--- src/design/spc_pkg.sv ---
// SPC stack shared widths, bus types and the stack command encoding
`default_nettype none

package spc_pkg;

   // 32 return addresses of 19 bits, as in the microcode sequencer
   localparam int SPC_DEPTH_LOG2 = 5;
   localparam int SPC_WIDTH      = 19;

   typedef logic [SPC_DEPTH_LOG2-1:0] spc_addr_t;
   typedef logic [SPC_WIDTH-1:0]      spc_word_t;

   typedef logic [1:0]  wb_adr_t;   // register select on the bus
   typedef logic [31:0] wb_data_t;  // stack words sit in the low bits

   typedef enum logic [1:0]
   {
      OP_PUSH   = 2'd0,
      OP_POP    = 2'd1,
      OP_PEEK   = 2'd2,
      OP_STATUS = 2'd3
   } spc_op_t;

endpackage

`default_nettype wire

--- src/design/spc_dpram.sv ---
// SPC storage RAM with one write port and a registered read port that forwards new data
`default_nettype none
`timescale 1ns/1ps

module spc_dpram #(
   parameter int ADDR_W = spc_pkg::SPC_DEPTH_LOG2,
   parameter int DATA_W = spc_pkg::SPC_WIDTH
) (
   input  logic               clk_a,
   input  logic               reset,
   input  logic               wr_en,
   input  spc_pkg::spc_addr_t wr_addr,
   input  spc_pkg::spc_word_t wr_data,
   input  logic               rd_en,
   input  spc_pkg::spc_addr_t rd_addr,
   output spc_pkg::spc_word_t rd_data
);
   import spc_pkg::*;

   localparam int DEPTH = 1 << ADDR_W;

   logic [DATA_W-1:0] mem [0:DEPTH-1];
   spc_word_t         rd_next;

   always_ff @(posedge clk_a)
   begin
      if (wr_en)
         mem[wr_addr] <= wr_data;
   end

   // a read of the slot being written sees the new word
   always_comb
   begin
      if (wr_en && (wr_addr == rd_addr))
         rd_next = wr_data;
      else
         rd_next = mem[rd_addr];
   end

   always_ff @(posedge clk_a)
   begin
      if (reset)
         rd_data <= '0;
      else if (rd_en)
         rd_data <= rd_next;
   end

   // the output register only moves on an enabled read
   a_rd_hold: assert property (
      @(posedge clk_a) disable iff (reset)
      (!$past(rd_en) && !$past(reset)) |-> $stable(rd_data)
   );

endmodule

`default_nettype wire

--- src/design/spc_stack_ctrl.sv ---
// SPC stack controller keeping the wrapping pointer and sequencing commands onto the RAM
`default_nettype none
`timescale 1ns/1ps

module spc_stack_ctrl #(
   parameter int ADDR_W = spc_pkg::SPC_DEPTH_LOG2,
   parameter int DATA_W = spc_pkg::SPC_WIDTH
) (
   input  logic               clk_a,
   input  logic               reset,
   input  logic               cmd_valid,
   input  spc_pkg::spc_op_t   cmd_op,
   input  spc_pkg::spc_word_t cmd_data,
   output logic               rsp_valid,
   output spc_pkg::spc_word_t rsp_data,
   output logic               wr_en,
   output spc_pkg::spc_addr_t wr_addr,
   output spc_pkg::spc_word_t wr_data,
   output logic               rd_en,
   output spc_pkg::spc_addr_t rd_addr,
   input  spc_pkg::spc_word_t rd_data,
   output spc_pkg::spc_addr_t sp
);
   import spc_pkg::*;

   typedef enum logic
   {
      IDLE,
      READ_WAIT
   } state_t;

   state_t  state;
   spc_op_t rsp_op;                  // command that owns the current response

   assign wr_addr = sp + spc_addr_t'(1); // push goes one slot above the top
   assign rd_addr = sp;

   always_ff @(posedge clk_a)
   begin
      if (reset)
      begin
         state     <= IDLE;
         rsp_op    <= OP_PUSH;
         rsp_valid <= 1'b0;
         wr_en     <= 1'b0;
         rd_en     <= 1'b0;
         sp        <= '0;
      end
      else
      begin
         rsp_valid <= 1'b0;
         wr_en     <= 1'b0;
         rd_en     <= 1'b0;
         if (wr_en)
            sp <= wr_addr;           // pointer steps on the write edge, wraps at 32
         case (state)
            IDLE:
            begin
               if (cmd_valid)
               begin
                  rsp_op <= cmd_op;
                  case (cmd_op)
                     OP_PUSH:
                     begin
                        wr_en     <= 1'b1;
                        rsp_valid <= 1'b1;
                     end
                     OP_POP, OP_PEEK:
                     begin
                        rd_en <= 1'b1;
                        state <= READ_WAIT;
                     end
                     default:
                        rsp_valid <= 1'b1;
                  endcase
               end
            end
            READ_WAIT:
            begin
               rsp_valid <= 1'b1;    // rd_data is valid from this edge
               state     <= IDLE;
               if (rsp_op == OP_POP)
                  sp <= sp - spc_addr_t'(1);
            end
            default:
               state <= IDLE;
         endcase
      end
   end

   always_ff @(posedge clk_a)
   begin
      if (cmd_valid && (cmd_op == OP_PUSH))
         wr_data <= cmd_data;
   end

   always_comb
   begin
      case (rsp_op)
         OP_POP, OP_PEEK:
            rsp_data = rd_data;
         OP_STATUS:
            rsp_data = {{(DATA_W-ADDR_W){1'b0}}, sp};
         default:
            rsp_data = '0;
      endcase
   end

   // the bus slave must wait for the response before the next command
   a_no_cmd_in_read: assert property (
      @(posedge clk_a) disable iff (reset)
      (state == READ_WAIT) |-> !cmd_valid
   );

endmodule

`default_nettype wire

--- src/design/spc_wb_slave.sv ---
// Wishbone classic slave turning bus cycles into stack commands and acknowledges
`default_nettype none
`timescale 1ns/1ps

module spc_wb_slave (
   input  logic               clk_a,
   input  logic               reset,
   input  logic               cyc,
   input  logic               stb,
   input  logic               we,
   input  spc_pkg::wb_adr_t   adr,
   input  spc_pkg::wb_data_t  dat_w,
   output spc_pkg::wb_data_t  dat_r,
   output logic               ack,
   output logic               cmd_valid,
   output spc_pkg::spc_op_t   cmd_op,
   output spc_pkg::spc_word_t cmd_data,
   input  logic               rsp_valid,
   input  spc_pkg::spc_word_t rsp_data
);
   import spc_pkg::*;

   localparam wb_adr_t ADR_STACK  = 2'd0;
   localparam wb_adr_t ADR_PEEK   = 2'd1;
   localparam wb_adr_t ADR_STATUS = 2'd2;

   typedef enum logic [1:0]
   {
      IDLE,
      WAIT_RSP,
      ACK
   } state_t;

   state_t  state;
   logic    stb_hold;                // master has not yet dropped stb after ack
   logic    start;
   logic    dec_mapped;
   spc_op_t dec_op;

   assign ack   = (state == ACK);
   assign start = (state == IDLE) && cyc && stb && !stb_hold;

   always_comb
   begin
      dec_mapped = 1'b1;
      dec_op     = OP_STATUS;
      case (adr)
         ADR_STACK:  dec_op = we ? OP_PUSH : OP_POP;
         ADR_PEEK:   dec_op = OP_PEEK;
         ADR_STATUS: dec_op = OP_STATUS;
         default:    dec_mapped = 1'b0;
      endcase
      if (we && (adr != ADR_STACK))
         dec_mapped = 1'b0;          // only the stack register takes writes
   end

   always_ff @(posedge clk_a)
   begin
      if (reset)
      begin
         state     <= IDLE;
         cmd_valid <= 1'b0;
         stb_hold  <= 1'b0;
         dat_r     <= '0;
      end
      else
      begin
         cmd_valid <= 1'b0;
         if (state == ACK)
            stb_hold <= 1'b1;
         else if (!stb)
            stb_hold <= 1'b0;
         case (state)
            IDLE:
            begin
               if (start && dec_mapped)
               begin
                  cmd_valid <= 1'b1;
                  state     <= WAIT_RSP;
               end
               else if (start)
               begin
                  dat_r <= '0;       // unmapped access answers at once
                  state <= ACK;
               end
            end
            WAIT_RSP:
            begin
               if (rsp_valid)
               begin
                  dat_r <= wb_data_t'(rsp_data);
                  state <= ACK;
               end
            end
            default:
               state <= IDLE;
         endcase
      end
   end

   always_ff @(posedge clk_a)
   begin
      if (start)
      begin
         cmd_op   <= dec_op;
         cmd_data <= dat_w[SPC_WIDTH-1:0];
      end
   end

   a_ack_pulse: assert property (
      @(posedge clk_a) disable iff (reset)
      ack |=> !ack
   );

endmodule

`default_nettype wire

--- src/design/spc_stack_top.sv ---
// SPC return-address stack top level joining the bus slave, the controller and the RAM
`default_nettype none
`timescale 1ns/1ps

module spc_stack_top #(
   parameter int ADDR_W = spc_pkg::SPC_DEPTH_LOG2,
   parameter int DATA_W = spc_pkg::SPC_WIDTH
) (
   input  logic              clk_a,
   input  logic              reset,
   input  logic              cyc,
   input  logic              stb,
   input  logic              we,
   input  spc_pkg::wb_adr_t  adr,
   input  spc_pkg::wb_data_t dat_w,
   output spc_pkg::wb_data_t dat_r,
   output logic              ack
);
   import spc_pkg::*;

   logic      cmd_valid;
   spc_op_t   cmd_op;
   spc_word_t cmd_data;
   logic      rsp_valid;
   spc_word_t rsp_data;
   logic      wr_en;
   spc_addr_t wr_addr;
   spc_word_t wr_data;
   logic      rd_en;
   spc_addr_t rd_addr;
   spc_word_t rd_data;

   spc_wb_slave i_slave (
      .clk_a     (clk_a),
      .reset     (reset),
      .cyc       (cyc),
      .stb       (stb),
      .we        (we),
      .adr       (adr),
      .dat_w     (dat_w),
      .dat_r     (dat_r),
      .ack       (ack),
      .cmd_valid (cmd_valid),
      .cmd_op    (cmd_op),
      .cmd_data  (cmd_data),
      .rsp_valid (rsp_valid),
      .rsp_data  (rsp_data)
   );

   spc_stack_ctrl #(
      .ADDR_W (ADDR_W),
      .DATA_W (DATA_W)
   ) i_ctrl (
      .clk_a     (clk_a),
      .reset     (reset),
      .cmd_valid (cmd_valid),
      .cmd_op    (cmd_op),
      .cmd_data  (cmd_data),
      .rsp_valid (rsp_valid),
      .rsp_data  (rsp_data),
      .wr_en     (wr_en),
      .wr_addr   (wr_addr),
      .wr_data   (wr_data),
      .rd_en     (rd_en),
      .rd_addr   (rd_addr),
      .rd_data   (rd_data),
      .sp        ()                  // the pointer reaches the bus through status reads
   );

   spc_dpram #(
      .ADDR_W (ADDR_W),
      .DATA_W (DATA_W)
   ) i_ram (
      .clk_a   (clk_a),
      .reset   (reset),
      .wr_en   (wr_en),
      .wr_addr (wr_addr),
      .wr_data (wr_data),
      .rd_en   (rd_en),
      .rd_addr (rd_addr),
      .rd_data (rd_data)
   );

endmodule

`default_nettype wire

--- config.mk ---
export PLATFORM = sky130hd
export DESIGN_NAME = spc_stack_top
export DESIGN_NICKNAME = d
export VERILOG_FILES = /design/src/design/spc_pkg.sv /design/src/design/spc_dpram.sv /design/src/design/spc_stack_ctrl.sv /design/src/design/spc_wb_slave.sv /design/src/design/spc_stack_top.sv
export SDC_FILE = /design/constraint.sdc
export NUM_CORES = 1
export LEC_CHECK = 0
export BUFFER_PORTS_ARGS = -buffer_cell sky130_fd_sc_hd__buf_2
export CAP_MARGIN = 10
export CORE_MARGIN = 2
export CORE_UTILIZATION = 55
export CTS_BUF_LIST = sky130_fd_sc_hd__clkbuf_8
export CTS_CLUSTER_SIZE = 16
export DETAILED_ROUTE_END_ITERATION = 8
export PLACE_DENSITY_LB_ADDON = 0.08
export SYNTH_ARGS = -nofsm -noshare
export SYNTH_HDL_FRONTEND = slang
export SYNTH_SLANG_ARGS = --single-unit
--- constraint.sdc ---
create_clock -name clk_a -period 2.6 [get_ports clk_a]
set_input_delay 0.65 -clock clk_a [delete_from_list [all_inputs] [get_ports clk_a]]
set_output_delay 0.65 -clock clk_a [all_outputs]
set_load 0.01 [all_outputs]
Yosys cells after proc, flatten, opt, wreduce, memory -nomap -nowiden
Memory sizes are Yosys's and may differ from the RTL's. A register that Yosys moved wholly into a read port is not among the register bits.
Index checks and enable logic that the tools add are counted.
{"block": "word_totals", "register_bits": 87, "ram_bits": 608, "out_inout_bits": 33, "mem_count": 1}
{"block": "op_classes", "addsub": 2, "eq_ne": 14, "muxes": 28, "bitwise_logic": 3, "n_reduce_logical": 21}
{"memory": "i_ram.mem", "words": 32, "width": 19, "read_ports": 1, "rd_ports_with_merged_regs": 1, "wr": 1, "line_no": "spc_dpram.sv:22", "text": "logic [DATA_W-1:0] mem [0:DEPTH-1];"}
{"cell": "two-way mux 32 bit", "n": 3}
{"cell": "case mux 32 bit (2 select lines)", "n": 1}
{"cell": "case mux 19 bit (2 select lines)", "n": 1}
{"cell": "two-way mux 5 bit", "n": 3}
{"cell": "two-way mux 1 bit", "n": 13}
{"cell": "equality test 2 bit, second input constant", "n": 5}
{"cell": "equality test 2 x 1 -> 1 bit, second input constant", "n": 4}
{"cell": "case mux 2 bit (2 select lines)", "n": 2}
{"cell": "OR reduction 2 bit", "n": 4}
{"cell": "logical AND 1 bit", "n": 6}
{"cell": "zero test 2 bit", "n": 3}
{"cell": "two-way mux 2 bit", "n": 3}
{"cell": "!= test 2 x 1 -> 1 bit, second input constant", "n": 3}
{"cell": "OR reduction 3 bit", "n": 2}
{"cell": "adder 5 x 1 -> 5 bit, second input constant", "n": 1}
{"cell": "subtractor 5 x 1 -> 5 bit, second input constant", "n": 1}
{"cell": "case mux 1 bit (2 select lines)", "n": 2}
{"cell": "AND reduction 2 bit", "n": 2}
{"cell": "AND reduction 4 bit", "n": 1}
{"cell": "nonzero test 2 bit", "n": 2}
{"cell": "!= test 3 x 2 -> 1 bit, second input constant", "n": 1}
{"cell": "NOT 1 bit", "n": 3}
{"cell": "!= test 2 bit, second input constant", "n": 1}
{"cell": "zero test 1 bit", "n": 1}

Logic depth before layout (Yosys ltp)
{"block": "logic_depth", "depth_word": 7, "ltp_mapped": 10}

Hierarchy
From an unflattened synthesis, not the netlist that was laid out.
{"block": "hier_totals", "hier_cells": 1349, "area_unflattened_um2": 27178.6}
{"mod": "spc_dpram", "n_inst": 1, "cells_each": 1092, "area_each_um2": 24098.1, "seq_area_each_um2": 18637.9}
{"mod": "spc_wb_slave", "n_inst": 1, "cells_each": 144, "area_each_um2": 1721.7, "seq_area_each_um2": 1091.0}
{"mod": "spc_stack_ctrl", "n_inst": 1, "cells_each": 113, "area_each_um2": 1358.8, "seq_area_each_um2": 770.7}

Worst setup path before layout
No wires, ideal clock.
{"block": "synth_path", "path_type": "flip-flop to flip-flop", "startpoint": "reg i_ctrl.sp[0], in the netlist i_ctrl.rd_addr[0]", "endpoint": "mem i_ram.mem[1][0] (netlist bit), enable pin", "t_arrival_ns": 2.254, "t_required_ns": 2.203, "path_slack_ns": -0.051, "path_stages_with_launch": 9, "n_path_buf": 4, "period_less_slack_ns": 2.651, "path_cell_list": "dfxtp_1 buf_6 buf_6 buf_2 inv_1 buf_2 ha_1 nand2_1 nor2b_1"}
{"block": "synth_via", "elab_chain_cells": 1}
{"item": "from (decl)", "line_no": "spc_stack_ctrl.sv:22", "text": "output spc_pkg::spc_addr_t sp"}
{"item": "from (signal assigned)", "line_no": "spc_stack_ctrl.sv:55", "text": "sp <= wr_addr;"}
{"item": "from (signal assigned)", "line_no": "spc_stack_ctrl.sv:83", "text": "sp <= sp - spc_addr_t'(1);"}
{"item": "adder 5 x 1 -> 5 bit", "line_no": "spc_stack_ctrl.sv:35", "text": "assign wr_addr = sp + spc_addr_t'(1);"}
{"item": "to (decl)", "line_no": "spc_dpram.sv:22"}
No other way between the ends.

Final worst setup path
{"block": "layout_path", "startpoint": "reg i_ctrl.sp[0], in the netlist i_ctrl.rd_addr[0]", "endpoint": "mem i_ram.mem[14][2] (netlist bit), enable pin"}
The elaborated chain is that of the path after synthesis.

==> results_tabular.tex <==
\begin{tabular}{lr}
\hline
Metric & Value \\
\hline
\multicolumn{2}{l}{\textbf{Clocking}} \\
Max clock buf depth & 3 \\
H-tree levels & 3 \\
Later-pin clock latency in the skew report & about 0.69 ns \\
Clock buffer count from CTS & 110 \\
Cts repair resizes & 0 \\
Hold-fix buffers at CTS & 0 \\
Number of clock sinks & 700 \\
Setup Buffers After CTS & 0 \\
Worst-path clk slew & $\sim$0.060 ns \\
Clock tree from TritonCTS & yes \\
Buffer type at the clock tree root & clkbuf\_8 \\
\multicolumn{2}{l}{\textbf{Route}} \\
First-iteration detailed-routing DRC count & 1,398 \\
Detailed-route wire length & approximately 60,000 µm \\
Remaining antenna violation count & 0 \\
Number of iterations in the first detailed-routing pass & 5 \\
Drt wl/cell & approximately 28 µm \\
Count of vias placed by the detailed router & 13,200 \\
Vias per Instance & 6.03 \\
Number of design rule violations left after detail routing & 0 \\
\multicolumn{2}{l}{\textbf{Synthesis}} \\
Top-count cell post-synth & edfxtp\_1 \\
Post-synth top area share & about three quarters \\
Library cell with the largest summed area after synthesis & edfxtp\_1 \\
Largest cells by area after synthesis & edfxtp\_1 (73\%), mux4\_2 (13\%), dfxtp\_1 (3.9\%) \\
Synth Flop Type & edfxtp\_1 \\
Syn Std Cell Area & 0.0266 mm² \\
Post-synthesis sequential element count & 700 \\
Share of the synthesized netlist area taken by xor and xnor gates & 0.131\% \\
Main combinational cell family by area after synthesis & multiplexers \\
Post-synthesis sequential area ratio & 76.9\% \\
Count of flip-flops with a built-in enable after synthesis & 648 \\
Synth Area in Compound Gates & 3.24\% \\
Share of flip-flops with an asynchronous set or reset after synthesis & 0\% \\
Number of warnings printed during yosys synthesis & 0 \\
Post-synth cell types & 48 \\
Simple-gate portion of the synthesized area & 3.71\% \\
Top cell types by occurrence after synthesis & edfxtp\_1 (648), mux4\_2 (152), nand2\_1 (86), nand3\_1 (58), dfxtp\_1 (52) \\
Post-synthesis share of cell area spent on full adders, half adders and majority gates & 0.460\% \\
Post-synthesis mux area share & 13.6\% \\
Instance count of the mapped netlist & 1,309 \\
Mapped Avg Cell Area & about 20 µm² \\
\multicolumn{2}{l}{\textbf{Critical path}} \\
Endpoint kind of the worst setup timing path & flop \\
Crit-path max cell delay & 0.56 ns \\
Critical Path Slowest Stage Cell & dfxtp\_4 \\
Worst setup SP type & flop \\
Highest fanout seen on the critical path & 19 \\
Number of buffers and inverters on the critical path & 3 \\
Crit-path cells & ha\_1 -> inv\_1 -> nor3\_1 -> o21ai\_0 -> buf\_4 -> nor2\_2 -> buf\_12 \\
Beginning of the worst register-to-register path & i\_ctrl.rd\_addr[0] \\
Crit Path Class & reg2reg \\
Worst setup path start & i\_ctrl.rd\_addr[0] \\
Worst path top cell family by delay & flip-flops \\
Required time of the worst setup path & 2.96 ns \\
CP Data Arrival Time & approximately 2.7 ns \\
\multicolumn{2}{l}{\textbf{Floorplanning}} \\
Total die area & 0.0502 mm² \\
Core Region & 0.0477 mm² \\
Initial Util & 55.8\% \\
Number of standard-cell rows in the floorplan & 80 \\
Die span in y & 224 µm \\
Floorplan die width & 224 µm \\
Io pins & 72 \\
\multicolumn{2}{l}{\textbf{Placed design}} \\
PortBufs & 45 \\
HPWL after detailed placement & 35,600 µm \\
Pre-CTS setup slack & between 0.2 and 0.3 ns \\
Placer Congestion & 0.862 \\
\multicolumn{2}{l}{\textbf{STA}} \\
Final setup violation count & 0 \\
Total negative slack for setup checks & 0 ns \\
Worst Slack Setup Final & 0.232 ns \\
Number of hold violations in the final report & 0 \\
Post-route clock period utilization & 91.1\% \\
Minimum period implied by the final worst setup slack & 2.37 ns \\
Unrepaired setup endpoints after global routing & no \\
Final-report max-slew violation count & 0 \\
Maximum operating frequency & 0.422 GHz \\
Setup clock skew after layout & $\sim$0.034 ns \\
Worst slew margin & 19.7\% \\
Slew at the pin with the worst max-slew slack & roughly 1.2 ns \\
Hold slack & 0.138 ns \\
\multicolumn{2}{l}{\textbf{Global routing}} \\
Global-route wire length before repair & 88,200 µm \\
Maximum number of pins on one net before global-route repair & 56 \\
Total routing resource utilization after global routing & 24.9\% \\
Overflow left after global routing & 0 \\
Antenna violations before repair & 1 \\
Via count of the first global-routing pass & 13,300 \\
\multicolumn{2}{l}{\textbf{Finish}} \\
Fillcell total & 3,289 \\
Ratio of cells with drive above 1 in the final layout & 29.7\% \\
Area growth, synth to finish & 15.2\% \\
Final Net Count & 1,537 \\
Final Core Density & between 60\% and 70\% \\
Reg area & 0.0205 mm² \\
Area taken by multi-input logic gates & 0.00575 mm² \\
\multicolumn{2}{l}{\textbf{Run status}} \\
Run status & finished, final reports clean \\
\multicolumn{2}{l}{\textbf{Flow run}} \\
Max-cap violations & 0 \\
\multicolumn{2}{l}{\textbf{Hold path}} \\
HP Class & in2reg \\
Hold Crit Start & dat\_w[6] \\
\multicolumn{2}{l}{\textbf{Pwr}} \\
Static leakage power & 9.96 nW \\
Total power divided by cell area & 705 mW/mm² \\
Worst IR Drop VDD & approximately 0.53 mV \\
\hline
\end{tabular}
kinds of logic after synthesis:
kind of cell | count (synthesis)
DFF | 700
and+or+nand+nor | 218
muxes | 171
AOI/OAI and AO/OA | 109
buffers and inverters | 96
adders and majority gates | 10
xor gates and xnor gates | 4
other | 1
final timing paths:
path                                            end  slack [ns]  cells past startpoint
worst max-delay path               i_ram.mem[14][2]        0.23                      7
worst min register to register   i_ctrl.wr_data[14]        0.40                      0
worst min-delay path            i_slave.cmd_data[6]        0.14                      1
worst max register to register     i_ram.mem[14][2]        0.23                      7
final cells by class:
type / count / area share (%)
sequential: 700 / 66.8
multi-input combinational: 525 / 18.7
clock buffer: 115 / 5.16
timing repair buffer: 140 / 5.09
tap: 615 / 2.51
clock inverter: 83 / 1.51
inverter: 12 / 0.147
antenna: 2 / 0.0163
power breakdown:
group          total [mW]  internal, mW  switching [mW]
clock                8.61          4.56            4.05
combinational       0.830         0.391           0.439
sequential           12.2          12.2          0.0218
sequential cells by signal, summed over array words and instances, names as in the netlist:
name,cells
i_ctrl.rsp_op,2
i_slave.cmd_valid,1
i_slave.state,2
i_ram.mem,608
i_ram.rd_data,19
i_ctrl.rsp_valid,1
i_slave.stb_hold,1
i_ctrl.rd_addr,5
i_slave.cmd_op,2
i_ctrl.wr_en,1
i_slave.cmd_data,19
i_ctrl.rd_en,1
i_ctrl.wr_data,19
i_slave.dat_r,19
per-layer routing:
metal | routed length, µm | GRT usage [%] | vias up
li1 | - | - | 5732
met1 | 25400 | 35.6 | 6911
met2 | 29300 | 39.4 | 518
met3 | 4450 | 4.80 | 61
met4 | 1110 | 7.57 | 0
met5 | 0 | 0 | -
cells in the final DEF (no fill, tap or decap), types with 7 or more instances in the layout:
master    count
buf_12       45
a21oi_1       7
o211ai_1     19
nand2_1      86
a22o_1       15
nor2_2       28
buf_2        45
buf_4        47
edfxtp_1    648
nor2_1       15
clkbuf_8    115
dfxtp_1      49
nand3_1      58
inv_1        45
a32oi_1      21
clkinv_1     30
ha_1          9
o21ai_0       7
mux4_2      152
mux2i_1      19
a31o_1       19
clkinv_2     13
conb_1       13
through the flow:
stage          cell area (µm²)  std cells  total power, mW
6_report                 30700       2192             21.6
3_3_place_gp             28600       1989             13.3
5_1_grt                  30700       2190             22.3
2_1_floorplan            26700       1321             13.0
3_5_place_dp             28600       1989             13.3
4_1_cts                  30600       2187             21.8
Note: power is estimated with default switching activity, not from simulation.
